<file path="config.mk">
export PLATFORM = sky130hd
export DESIGN_NAME = demodMonitor
export DESIGN_NICKNAME = d
export VERILOG_FILES = /design/src/hdl/demodPkg.sv /design/src/hdl/dacMonitorMux.sv /design/src/hdl/demodMonitor.sv /design/src/hdl/demodRegs.sv /design/src/hdl/falseLockDetector.sv /design/src/hdl/magnitudeTracker.sv /design/src/hdl/sampleAlign.sv
export SDC_FILE = /design/constraint.sdc
export NUM_CORES = 2
export LEC_CHECK = 0
export BUFFER_PORTS_ARGS = -buffer_cell sky130_fd_sc_hd__buf_2
export CAP_MARGIN = 5
export CORE_ASPECT_RATIO = 1.75
export CORE_UTILIZATION = 57
export DETAILED_ROUTE_END_ITERATION = 10
export GPL_TIMING_DRIVEN = 1
export HOLD_SLACK_MARGIN = 0.06
export PLACE_DENSITY = 0.79
export SETUP_SLACK_MARGIN = 0.3
export SLEW_MARGIN = 20
export SYNTH_ARGS = -nofsm -noshare
export SYNTH_HDL_FRONTEND = slang
export SYNTH_HIERARCHICAL = 1
export SYNTH_SLANG_ARGS = --single-unit
</file>
<file path="constraint.sdc">
create_clock -name clk -period 6.8 [get_ports clk]
set_input_delay 0.68 -clock clk [delete_from_list [all_inputs] [get_ports clk]]
set_output_delay 0.68 -clock clk [all_outputs]
set_load 0.01 [all_outputs]
</file>
<file path="src/hdl/demodPkg.sv">
`default_nettype none

package demodPkg;

    // datapath widths
    localparam int SampleWidth = 18;  // baseband and DAC samples
    localparam int AngleWidth  = 12;  // phase, frequency and frequency error
    localparam int MagWidth    = 13;  // unsigned magnitude
    localparam int AccumWidth  = 40;  // magnitude lag accumulator
    localparam int AddrWidth   = 12;  // host register address

    // host register word offsets
    localparam logic [AddrWidth-1:0] RegMode      = 12'h000;
    localparam logic [AddrWidth-1:0] RegDacSelect = 12'h004;
    localparam logic [AddrWidth-1:0] RegFalseLock = 12'h008;
    localparam logic [AddrWidth-1:0] RegAmTc      = 12'h00C;
    localparam logic [AddrWidth-1:0] RegStatus    = 12'h010;  // read only

    // demodulator modes that matter to the false-lock detector
    localparam logic [3:0] ModeOqpsk  = 4'd2;
    localparam logic [3:0] ModeSoqpsk = 4'd3;

    // DAC monitor select codes, anything else falls back to I
    localparam logic [3:0] DacI         = 4'd0;
    localparam logic [3:0] DacQ         = 4'd1;
    localparam logic [3:0] DacFreq      = 4'd4;
    localparam logic [3:0] DacPhase     = 4'd5;
    localparam logic [3:0] DacMag       = 4'd6;
    localparam logic [3:0] DacAvgFreq   = 4'd10;
    localparam logic [3:0] DacFreqError = 4'd11;

    typedef struct packed {
        logic [AddrWidth-1:0] addr;
        logic [31:0]          wrData;
        logic [3:0]           byteEn;  // one write enable per byte lane
    } busReq_t;

    typedef struct packed {
        logic [SampleWidth-1:0] i;
        logic [SampleWidth-1:0] q;
        logic [AngleWidth-1:0]  phase;
        logic [AngleWidth-1:0]  freq;
        logic [AngleWidth-1:0]  freqError;
        logic [MagWidth-1:0]    mag;
    } rxTaps_t;

    typedef struct packed {
        logic [3:0]  demodMode;
        logic        swapIq;
        logic [3:0]  dac0Select;
        logic [3:0]  dac1Select;
        logic [3:0]  dac2Select;
        logic [15:0] falseLockAlpha;
        logic [15:0] falseLockThreshold;
        logic [4:0]  amTC;
    } demodCfg_t;

    typedef struct packed {
        logic [SampleWidth-1:0] i;          // after the swap stage
        logic [SampleWidth-1:0] q;
        logic [AngleWidth-1:0]  phase;
        logic [AngleWidth-1:0]  freq;
        logic [AngleWidth-1:0]  freqError;
        logic [SampleWidth-1:0] magLevel;   // offset binary
        logic [SampleWidth-1:0] averageFreq;
        logic                   swapEn;
        logic                   demodEn;
    } monitorTaps_t;

    typedef struct packed {
        logic                   sync;
        logic [SampleWidth-1:0] data;
    } dacOut_t;

endpackage

`default_nettype wire

</file>
<file path="src/hdl/dacMonitorMux.sv">
`default_nettype none

module dacMonitorMux (
    input  logic                   clk,
    input  logic                   rstN,
    input  logic [3:0]             dacSelect,
    input  demodPkg::monitorTaps_t taps,
    output demodPkg::dacOut_t      dacOut
);
    import demodPkg::*;

    logic [SampleWidth-1:0] selData;
    logic                   selSync;

    // each tap travels with the strobe that qualifies it
    always_comb begin
        case (dacSelect)
            DacQ: begin
                selData = taps.q;
                selSync = taps.swapEn;
            end
            DacFreq: begin
                selData = {taps.freq, {(SampleWidth-AngleWidth){1'b0}}};
                selSync = taps.demodEn;
            end
            DacPhase: begin
                selData = {taps.phase, {(SampleWidth-AngleWidth){1'b0}}};
                selSync = taps.demodEn;
            end
            DacMag: begin
                selData = taps.magLevel;
                selSync = taps.demodEn;
            end
            DacAvgFreq: begin
                selData = taps.averageFreq;
                selSync = taps.demodEn;
            end
            DacFreqError: begin
                selData = {taps.freqError, {(SampleWidth-AngleWidth){1'b0}}};
                selSync = taps.demodEn;
            end
            default: begin
                selData = taps.i;  // DacI and all unused codes
                selSync = taps.swapEn;
            end
        endcase
    end

    always_ff @(posedge clk) begin
        if (!rstN) begin
            dacOut.sync <= 1'b0;
        end else begin
            dacOut.sync <= selSync;
        end
    end

    always_ff @(posedge clk) begin
        dacOut.data <= selData;
    end

endmodule

`default_nettype wire

</file>
<file path="src/hdl/demodMonitor.sv">
`default_nettype none

module demodMonitor (
    input  logic                             clk,
    input  logic                             rstN,
    input  demodPkg::busReq_t                bus,
    input  demodPkg::rxTaps_t                rx,
    input  logic                             sampleEn,
    input  logic                             demodEn,
    input  logic                             carrierLock,
    output logic [31:0]                      rdData,
    output demodPkg::dacOut_t                dac0,
    output demodPkg::dacOut_t                dac1,
    output demodPkg::dacOut_t                dac2,
    output logic [demodPkg::SampleWidth-1:0] iEye,
    output logic [demodPkg::SampleWidth-1:0] qEye,
    output logic                             eyeSync,
    output logic [3:0]                       demodMode
);
    import demodPkg::*;

    demodCfg_t              cfg;
    monitorTaps_t           taps;
    logic [SampleWidth-1:0] iSwap;
    logic [SampleWidth-1:0] qSwap;
    logic                   swapEn;
    logic [SampleWidth-1:0] magLevel;
    logic [SampleWidth-1:0] averageFreq;
    logic                   highFreqOffset;

    demodRegs u_regs (
        .clk            (clk),
        .rstN           (rstN),
        .bus            (bus),
        .highFreqOffset (highFreqOffset),
        .carrierLock    (carrierLock),
        .rdData         (rdData),
        .cfg            (cfg)
    );

    sampleAlign u_align (
        .clk      (clk),
        .rstN     (rstN),
        .sampleEn (sampleEn),
        .i        (rx.i),
        .q        (rx.q),
        .swapIq   (cfg.swapIq),
        .iSwap    (iSwap),
        .qSwap    (qSwap),
        .swapEn   (swapEn),
        .iEye     (iEye),
        .qEye     (qEye),
        .eyeSync  (eyeSync)
    );

    magnitudeTracker u_mag (
        .clk      (clk),
        .rstN     (rstN),
        .demodEn  (demodEn),
        .mag      (rx.mag),
        .amTC     (cfg.amTC),
        .magLevel (magLevel)
    );

    falseLockDetector u_fld (
        .clk                (clk),
        .rstN               (rstN),
        .demodEn            (demodEn),
        .freq               (rx.freq),
        .freqError          (rx.freqError),
        .demodMode          (cfg.demodMode),
        .falseLockAlpha     (cfg.falseLockAlpha),
        .falseLockThreshold (cfg.falseLockThreshold),
        .averageFreq        (averageFreq),
        .highFreqOffset     (highFreqOffset)
    );

    // detector products go straight to the monitor taps
    always_comb begin
        taps.i           = iSwap;
        taps.q           = qSwap;
        taps.phase       = rx.phase;
        taps.freq        = rx.freq;
        taps.freqError   = rx.freqError;
        taps.magLevel    = magLevel;
        taps.averageFreq = averageFreq;
        taps.swapEn      = swapEn;
        taps.demodEn     = demodEn;
    end

    dacMonitorMux u_dac0 (
        .clk(clk), .rstN(rstN), .dacSelect(cfg.dac0Select), .taps(taps), .dacOut(dac0)
    );

    dacMonitorMux u_dac1 (
        .clk(clk), .rstN(rstN), .dacSelect(cfg.dac1Select), .taps(taps), .dacOut(dac1)
    );

    dacMonitorMux u_dac2 (
        .clk(clk), .rstN(rstN), .dacSelect(cfg.dac2Select), .taps(taps), .dacOut(dac2)
    );

    assign demodMode = cfg.demodMode;

endmodule

`default_nettype wire

</file>
<file path="src/hdl/demodRegs.sv">
`default_nettype none

module demodRegs (
    input  logic                       clk,
    input  logic                       rstN,
    input  demodPkg::busReq_t          bus,
    input  logic                       highFreqOffset,
    input  logic                       carrierLock,
    output logic [31:0]                rdData,
    output demodPkg::demodCfg_t        cfg
);
    import demodPkg::*;

    // every lane whose byteEn bit is high is written, there is no separate strobe
    always_ff @(posedge clk) begin
        if (!rstN) begin
            cfg <= '0;
        end else begin
            case (bus.addr)
                RegMode: begin
                    if (bus.byteEn[0]) begin
                        cfg.demodMode <= bus.wrData[3:0];
                        cfg.swapIq    <= bus.wrData[4];
                    end
                end
                RegDacSelect: begin
                    if (bus.byteEn[0]) begin
                        cfg.dac0Select <= bus.wrData[3:0];
                        cfg.dac1Select <= bus.wrData[7:4];
                    end
                    if (bus.byteEn[1]) begin
                        cfg.dac2Select <= bus.wrData[11:8];
                    end
                end
                RegFalseLock: begin
                    if (bus.byteEn[0]) begin
                        cfg.falseLockAlpha[7:0] <= bus.wrData[7:0];
                    end
                    if (bus.byteEn[1]) begin
                        cfg.falseLockAlpha[15:8] <= bus.wrData[15:8];
                    end
                    if (bus.byteEn[2]) begin
                        cfg.falseLockThreshold[7:0] <= bus.wrData[23:16];
                    end
                    if (bus.byteEn[3]) begin
                        cfg.falseLockThreshold[15:8] <= bus.wrData[31:24];
                    end
                end
                RegAmTc: begin
                    if (bus.byteEn[0]) begin
                        cfg.amTC <= bus.wrData[4:0];
                    end
                end
                default: begin
                    // the status word and unmapped offsets take no writes
                end
            endcase
        end
    end

    // readback is decoded straight from the address with no wait state
    always_comb begin
        rdData = '0;
        case (bus.addr)
            RegMode: begin
                rdData[4:0] = {cfg.swapIq, cfg.demodMode};
            end
            RegDacSelect: begin
                rdData[11:0] = {cfg.dac2Select, cfg.dac1Select, cfg.dac0Select};
            end
            RegFalseLock: begin
                rdData = {cfg.falseLockThreshold, cfg.falseLockAlpha};
            end
            RegAmTc: begin
                rdData[4:0] = cfg.amTC;
            end
            RegStatus: begin
                rdData[1:0] = {carrierLock, highFreqOffset};  // live status bits
            end
            default: begin
                rdData = '0;
            end
        endcase
    end

endmodule

`default_nettype wire

</file>
<file path="src/hdl/falseLockDetector.sv">
`default_nettype none

module falseLockDetector (
    input  logic                             clk,
    input  logic                             rstN,
    input  logic                             demodEn,
    input  logic [demodPkg::AngleWidth-1:0]  freq,
    input  logic [demodPkg::AngleWidth-1:0]  freqError,
    input  logic [3:0]                       demodMode,
    input  logic [15:0]                      falseLockAlpha,
    input  logic [15:0]                      falseLockThreshold,
    output logic [demodPkg::SampleWidth-1:0] averageFreq,
    output logic                             highFreqOffset
);
    import demodPkg::*;

    logic [SampleWidth-1:0]          freqSample;
    logic [SampleWidth-1:0]          alphaGain;
    logic [SampleWidth-1:0]          betaGain;
    logic signed [2*SampleWidth-1:0] alphaProd;
    logic signed [2*SampleWidth-1:0] betaProd;
    logic [2*SampleWidth-1:0]        productSum;
    logic [SampleWidth-1:0]          absAverage;
    logic                            offsetMode;

    // offset QPSK modes watch raw frequency, the rest watch frequency error
    assign offsetMode = (demodMode == ModeOqpsk) || (demodMode == ModeSoqpsk);

    // unity gain sits at 2^17 so beta is the complement of alpha
    assign alphaGain = {falseLockAlpha, 2'b00};
    assign betaGain  = {2'b10, 16'h0000} - alphaGain;

    // both multipliers are signed 18x18 and register every clock
    always_ff @(posedge clk) begin
        if (!rstN) begin
            alphaProd <= '0;
            betaProd  <= '0;
        end else begin
            alphaProd <= $signed(freqSample) * $signed(alphaGain);
            betaProd  <= $signed(averageFreq) * $signed(betaGain);
        end
    end

    assign productSum = alphaProd + betaProd;

    assign absAverage = averageFreq[SampleWidth-1] ? -averageFreq : averageFreq;

    always_ff @(posedge clk) begin
        if (!rstN) begin
            freqSample     <= '0;
            averageFreq    <= '0;
            highFreqOffset <= 1'b0;
        end else if (demodEn) begin
            if (offsetMode) begin
                freqSample <= {freq, {(SampleWidth-AngleWidth){1'b0}}};
            end else begin
                freqSample <= {freqError, {(SampleWidth-AngleWidth){1'b0}}};
            end
            // drop the unity scaling of the gains
            averageFreq    <= productSum[2*SampleWidth-2 -: SampleWidth];
            highFreqOffset <= absAverage > {2'b00, falseLockThreshold};
        end
    end

endmodule

`default_nettype wire

</file>
<file path="src/hdl/magnitudeTracker.sv">
`default_nettype none

module magnitudeTracker (
    input  logic                             clk,
    input  logic                             rstN,
    input  logic                             demodEn,
    input  logic [demodPkg::MagWidth-1:0]    mag,
    input  logic [4:0]                       amTC,
    output logic [demodPkg::SampleWidth-1:0] magLevel
);
    import demodPkg::*;

    logic [MagWidth:0]     magError;  // two's complement loop error
    logic [MagWidth+1:0]   magDiff;
    logic [AccumWidth-1:0] magAccum;
    logic [AccumWidth-1:0] errExt;

    // the loop compares the input against the top of the accumulator
    assign magDiff = {2'b00, mag} - magAccum[AccumWidth-1 -: MagWidth+2];

    assign errExt = {{(AccumWidth-MagWidth-1){magError[MagWidth]}}, magError};

    // first-order lag loop where a larger amTC gives a faster response
    always_ff @(posedge clk) begin
        if (!rstN) begin
            magError <= '0;
            magAccum <= '0;
        end else if (demodEn) begin
            magError <= magDiff[MagWidth:0];
            magAccum <= magAccum + (errExt << amTC);  // integrates the previous error
        end
    end

    // flip the top bit so the DAC sees offset binary
    assign magLevel = {~magAccum[AccumWidth-2], magAccum[AccumWidth-3 -: SampleWidth-1]};

endmodule

`default_nettype wire

</file>
<file path="src/hdl/sampleAlign.sv">
`default_nettype none

module sampleAlign (
    input  logic                             clk,
    input  logic                             rstN,
    input  logic                             sampleEn,
    input  logic [demodPkg::SampleWidth-1:0] i,
    input  logic [demodPkg::SampleWidth-1:0] q,
    input  logic                             swapIq,
    output logic [demodPkg::SampleWidth-1:0] iSwap,
    output logic [demodPkg::SampleWidth-1:0] qSwap,
    output logic                             swapEn,
    output logic [demodPkg::SampleWidth-1:0] iEye,
    output logic [demodPkg::SampleWidth-1:0] qEye,
    output logic                             eyeSync
);
    import demodPkg::*;

    logic [2:0][SampleWidth-1:0] iDly;
    logic [2:0][SampleWidth-1:0] qDly;
    logic [2:0]                  syncDly;

    // swap stage, the pair is crossed when the host asks for it
    always_ff @(posedge clk) begin
        if (!rstN) begin
            iSwap  <= '0;
            qSwap  <= '0;
            swapEn <= 1'b0;
        end else begin
            swapEn <= sampleEn;
            if (sampleEn) begin
                iSwap <= swapIq ? q : i;
                qSwap <= swapIq ? i : q;
            end
        end
    end

    // the eye delay line runs every clock so it matches the downstream sample offset
    always_ff @(posedge clk) begin
        if (!rstN) begin
            iDly    <= '0;
            qDly    <= '0;
            syncDly <= '0;
        end else begin
            iDly    <= {iDly[1:0], iSwap};
            qDly    <= {qDly[1:0], qSwap};
            syncDly <= {syncDly[1:0], swapEn};
        end
    end

    assign iEye    = iDly[2];
    assign qEye    = qDly[2];
    assign eyeSync = syncDly[2];  // sampleEn four clocks later

endmodule

`default_nettype wire

</file>
==> results by group <==
Pwr
  – Tot Pwr: 6.20 mW
  – Sw Ratio: 0.307
  – Maximum VDD drop: 185 uV
  – Net switching power: 1.91 mW
  – Comb power frac: 0.212
  – Pwr dens: 141 nW/um^2
  – Int Pwr: 4.30 mW
  – Clk network pwr share: 0.365
  – Static Leak: 20.4 nW
  – Part of the power in registers: 0.424

Timing
  – Final setup fails: 14
  – Slew @ Worst Pin: 1080 ps
  – TNS Setup: -3040 ps
  – Relative slew slack: 0.267
  – Final Max Slew Viols: 0
  – Final min period: 7110 ps
  – Hold Fails Final Rpt: 0
  – Final period utilization: 1.05
  – RSZ-0062 raised after global routing: yes
  – Fin Clk Skew: 32.6 ps
  – Max Freq: 141 MHz
  – Worst setup margin: -306 ps

Worst hold path
  – Hold path cells: 3
  – HP Class: input port to flip-flop
  – Hold Crit Start: bus[25]
  – Hold Path End: u_regs/cfg[10]

Placement
  – Dpl cell area: 42200 sq um
  – Buffers on Ports: 267
  – Post-placement cell count: 5497
  – GP Congestion: 1.04
  – Dpl ws: -360 ps
  – HPWL after detailed placement: 102000 microns

Global route
  – Vias in the first global route: 34542
  – GRT Total Usage: 0.371
  – Largest net degree at the start of global routing: 197
  – Initial antenna violation count: 12
  – Grt total ovfl: 0
  – First-pass GRT wire length: 197000 microns

Setup path
  – Slowest stage delay, CP: 570 ps
  – Flop-to-flop setup slack: -310 ps
  – CP required: 7190 ps
  – CP Buf/Inv Count: 4
  – R2R depth: 26
  – Crit path kind: flip-flop to flip-flop
  – R2R Path End: u_fld/betaProd[27]
  – Crit path max fanout: 3
  – Cell family with most CP delay: adder cells
  – CP arrival: 7490 ps
  – CP max stage cell: or4_4
  – Cell repeated most along the worst path: fa_1
  – Startpoint Class: flip-flop
  – Crit. End Element: flip-flop
  – Reg2reg start: u_regs/cfg[26]

Yosys
  – Syn Area/Cell: 8.93 sq um
  – Largest cells by area after synthesis: fa_1 (25%), dfxtp_1 (20%), ha_1 (8.4%)
  – Syn. warnings: 6
  – #FFs+latches synth: 397
  – Sequential area share after synthesis: 0.200
  – EDFF count, synth: 0
  – Cells after Synth: 4437
  – Ys async rst share: 0
  – Top_reg_cell synth: dfxtp_1
  – Most frequent cell after synthesis: inv_1
  – Synth top area share: 0.247
  – Net Count, Synth: 5330
  – Mapped Area: 39600 sq um
  – Synth unique cells: 101
  – Cell taking the most area after synthesis: fa_1
  – Post-synth top cells: inv_1 (629), fa_1 (490), nand2_1 (410)

Clock network
  – TritonCTS clock tree: done
  – CTS Buf Count: 38
  – Clock-pin slew on the worst setup and hold paths: 70 ps
  – Root Buffer: clkbuf_16
  – Worst skew pair latency: 560 ps
  – H-tree depth: 2
  – Hold_buf cts: 0
  – Clock buffer depth: 3
  – Sink Count: 397

Floorplan
  – IO Pins: 268
  – Height of the die: 351 microns
  – Initial Util: 0.577
  – Die ar.: 70600 sq um
  – Row cnt: 127
  – CORE AREA: 68600 sq um
  – Die width: 201 microns

Finish
  – Area of the multi-input gates: 28300 sq um
  – FF/Latch Area: 7970 sq um
  – Area grow syn2layout: 11.3%
  – Nets: 5543
  – Post-route cell area: 44100 sq um
  – Share of layout cells above drive strength 1: 0.145
  – Post-route insts no fill: 5587
  – Fill cells: 5647

Drt
  – Drt drc: 0
  – Initial DRC Count: 2981
  – First-pass DRT Iterations: 8
  – DR vias/cell: 6.00
  – Avg WL per Cell: 23.6 microns
  – Routed wire length: 132000 microns
  – Routed via count: 33532
  – Antenna Violating Nets Remaining: 0

Status
  – Failing checks: negative setup slack
  – Outcome: finished, violations left

Job
  – Max Cap Viol: 0
## cells by family after synthesis
kind of cell,share of synthesized area
DFF,0.200
adders and majority gates,0.331
and+or+nand+nor,0.172
buffers and inverters,0.0974
xor gates and xnor gates,0.0305
AOI/OAI and AO/OA,0.120
muxes,0.0482
## stage by stage
| step | util | hold WS [ps] |
|---|---|---|
| after floorplan | - | 412 |
| after global placement | 0.615 | 413 |
| after detailed placement | 0.615 | 417 |
| after CTS | 0.638 | 355 |
| after global routing | 0.643 | 376 |
| final | 0.643 | 359 |
## routing by layer
layer,global-route usage,vias to the layer above,wire length [microns]
li1,-,14802,-
met1,0.361,16360,42400
met2,0.639,1655,64600
met3,0.0817,711,9560
met4,0.376,4,15200
met5,0,-,30
## power groups by stage
stage | clock network [mW] | logic [mW] | registers [mW]
after detailed placement | 0 | 1.22 | 2.67
final | 2.26 | 1.31 | 2.63
after CTS | 2.27 | 1.25 | 2.62
after floorplan | 0 | 0.858 | 2.58
after global routing | 2.36 | 1.42 | 2.63
after global placement | 0 | 1.19 | 2.67
## sequential cells by signal, indices dropped and copies added (netlist names), 19 cells and up
| name | cells |
|---|---|
| u_dac0/dacOut | 19 |
| u_regs/cfg | 54 |
| u_dac1/dacOut | 19 |
| u_fld/betaProd | 27 |
| u_align/qDly | 36 |
| u_align/iDly | 36 |
| u_mag/magAccum | 39 |
| u_fld/alphaProd | 27 |
| u_dac2/dacOut | 19 |
## cells in the final DEF (no fill, tap or decap), types with 41 or more instances in the layout
| master | Yosys | layout |
|---|---|---|
| o21ai_0 | 203 | 196 |
| ha_1 | 265 | 257 |
| xnor2_1 | 88 | 80 |
| a221o_1 | 41 | 41 |
| and2_1 | 344 | 343 |
| a21o_1 | 53 | 53 |
| fa_1 | 490 | 487 |
| nor2_1 | 184 | 180 |
| inv_1 | 629 | 625 |
| a21oi_1 | 165 | 157 |
| buf_2 | 34 | 265 |
| nor2b_1 | 58 | 55 |
| dfxtp_1 | 397 | 387 |
| mux2i_1 | 160 | 160 |
| nand3_1 | 109 | 109 |
| nand2_1 | 410 | 406 |
| buf_4 | 61 | 159 |
| xor2_1 | 47 | 42 |
## worst reg2reg max path, delay by kind of cell (launching register included)
family                   cells  cell delay [ps]
adder cells (fa/ha/maj)      7             3250
AO/OA/AOI/OAI                5              830
buffers and inverters        4              550
flip-flops                   1              320
AND/OR/NAND/NOR              8             1680
XOR/XNOR                     2              320
## area by class of cell
class,instances,area share
antenna,9,0.000511
clock buffer,44,0.0232
clock inverter,21,0.00641
inverter,632,0.0538
multi-input combinational,3127,0.642
sequential,397,0.181
tap,903,0.0256
timing repair buffer,454,0.0675
## how the worst max path moves through the flow
stage	start	to	slack [ps]	depth (start not counted)
6_report	u_regs/cfg[26]	u_fld/betaProd[27]	-310	26
5_1_grt	u_regs/cfg[26]	u_fld/betaProd[31]	-550	28
4_1_cts	u_regs/cfg[24]	u_fld/betaProd[26]	-300	26
3_5_place_dp	u_regs/cfg[26]	u_fld/betaProd[27]	-360	24
3_3_place_gp	u_regs/cfg[26]	u_fld/betaProd[31]	-210	26
2_1_floorplan	u_regs/cfg[26]	u_fld/betaProd[31]	0.2	25
## repair_timing
action / CTS / global route
pin swaps: 30 / 34
endpoints found under the setup margin: 19 / 30
setup buffers: 10 / 6
gates resized for setup: 41 / 55
Note: power is estimated with default switching activity, not from simulation.
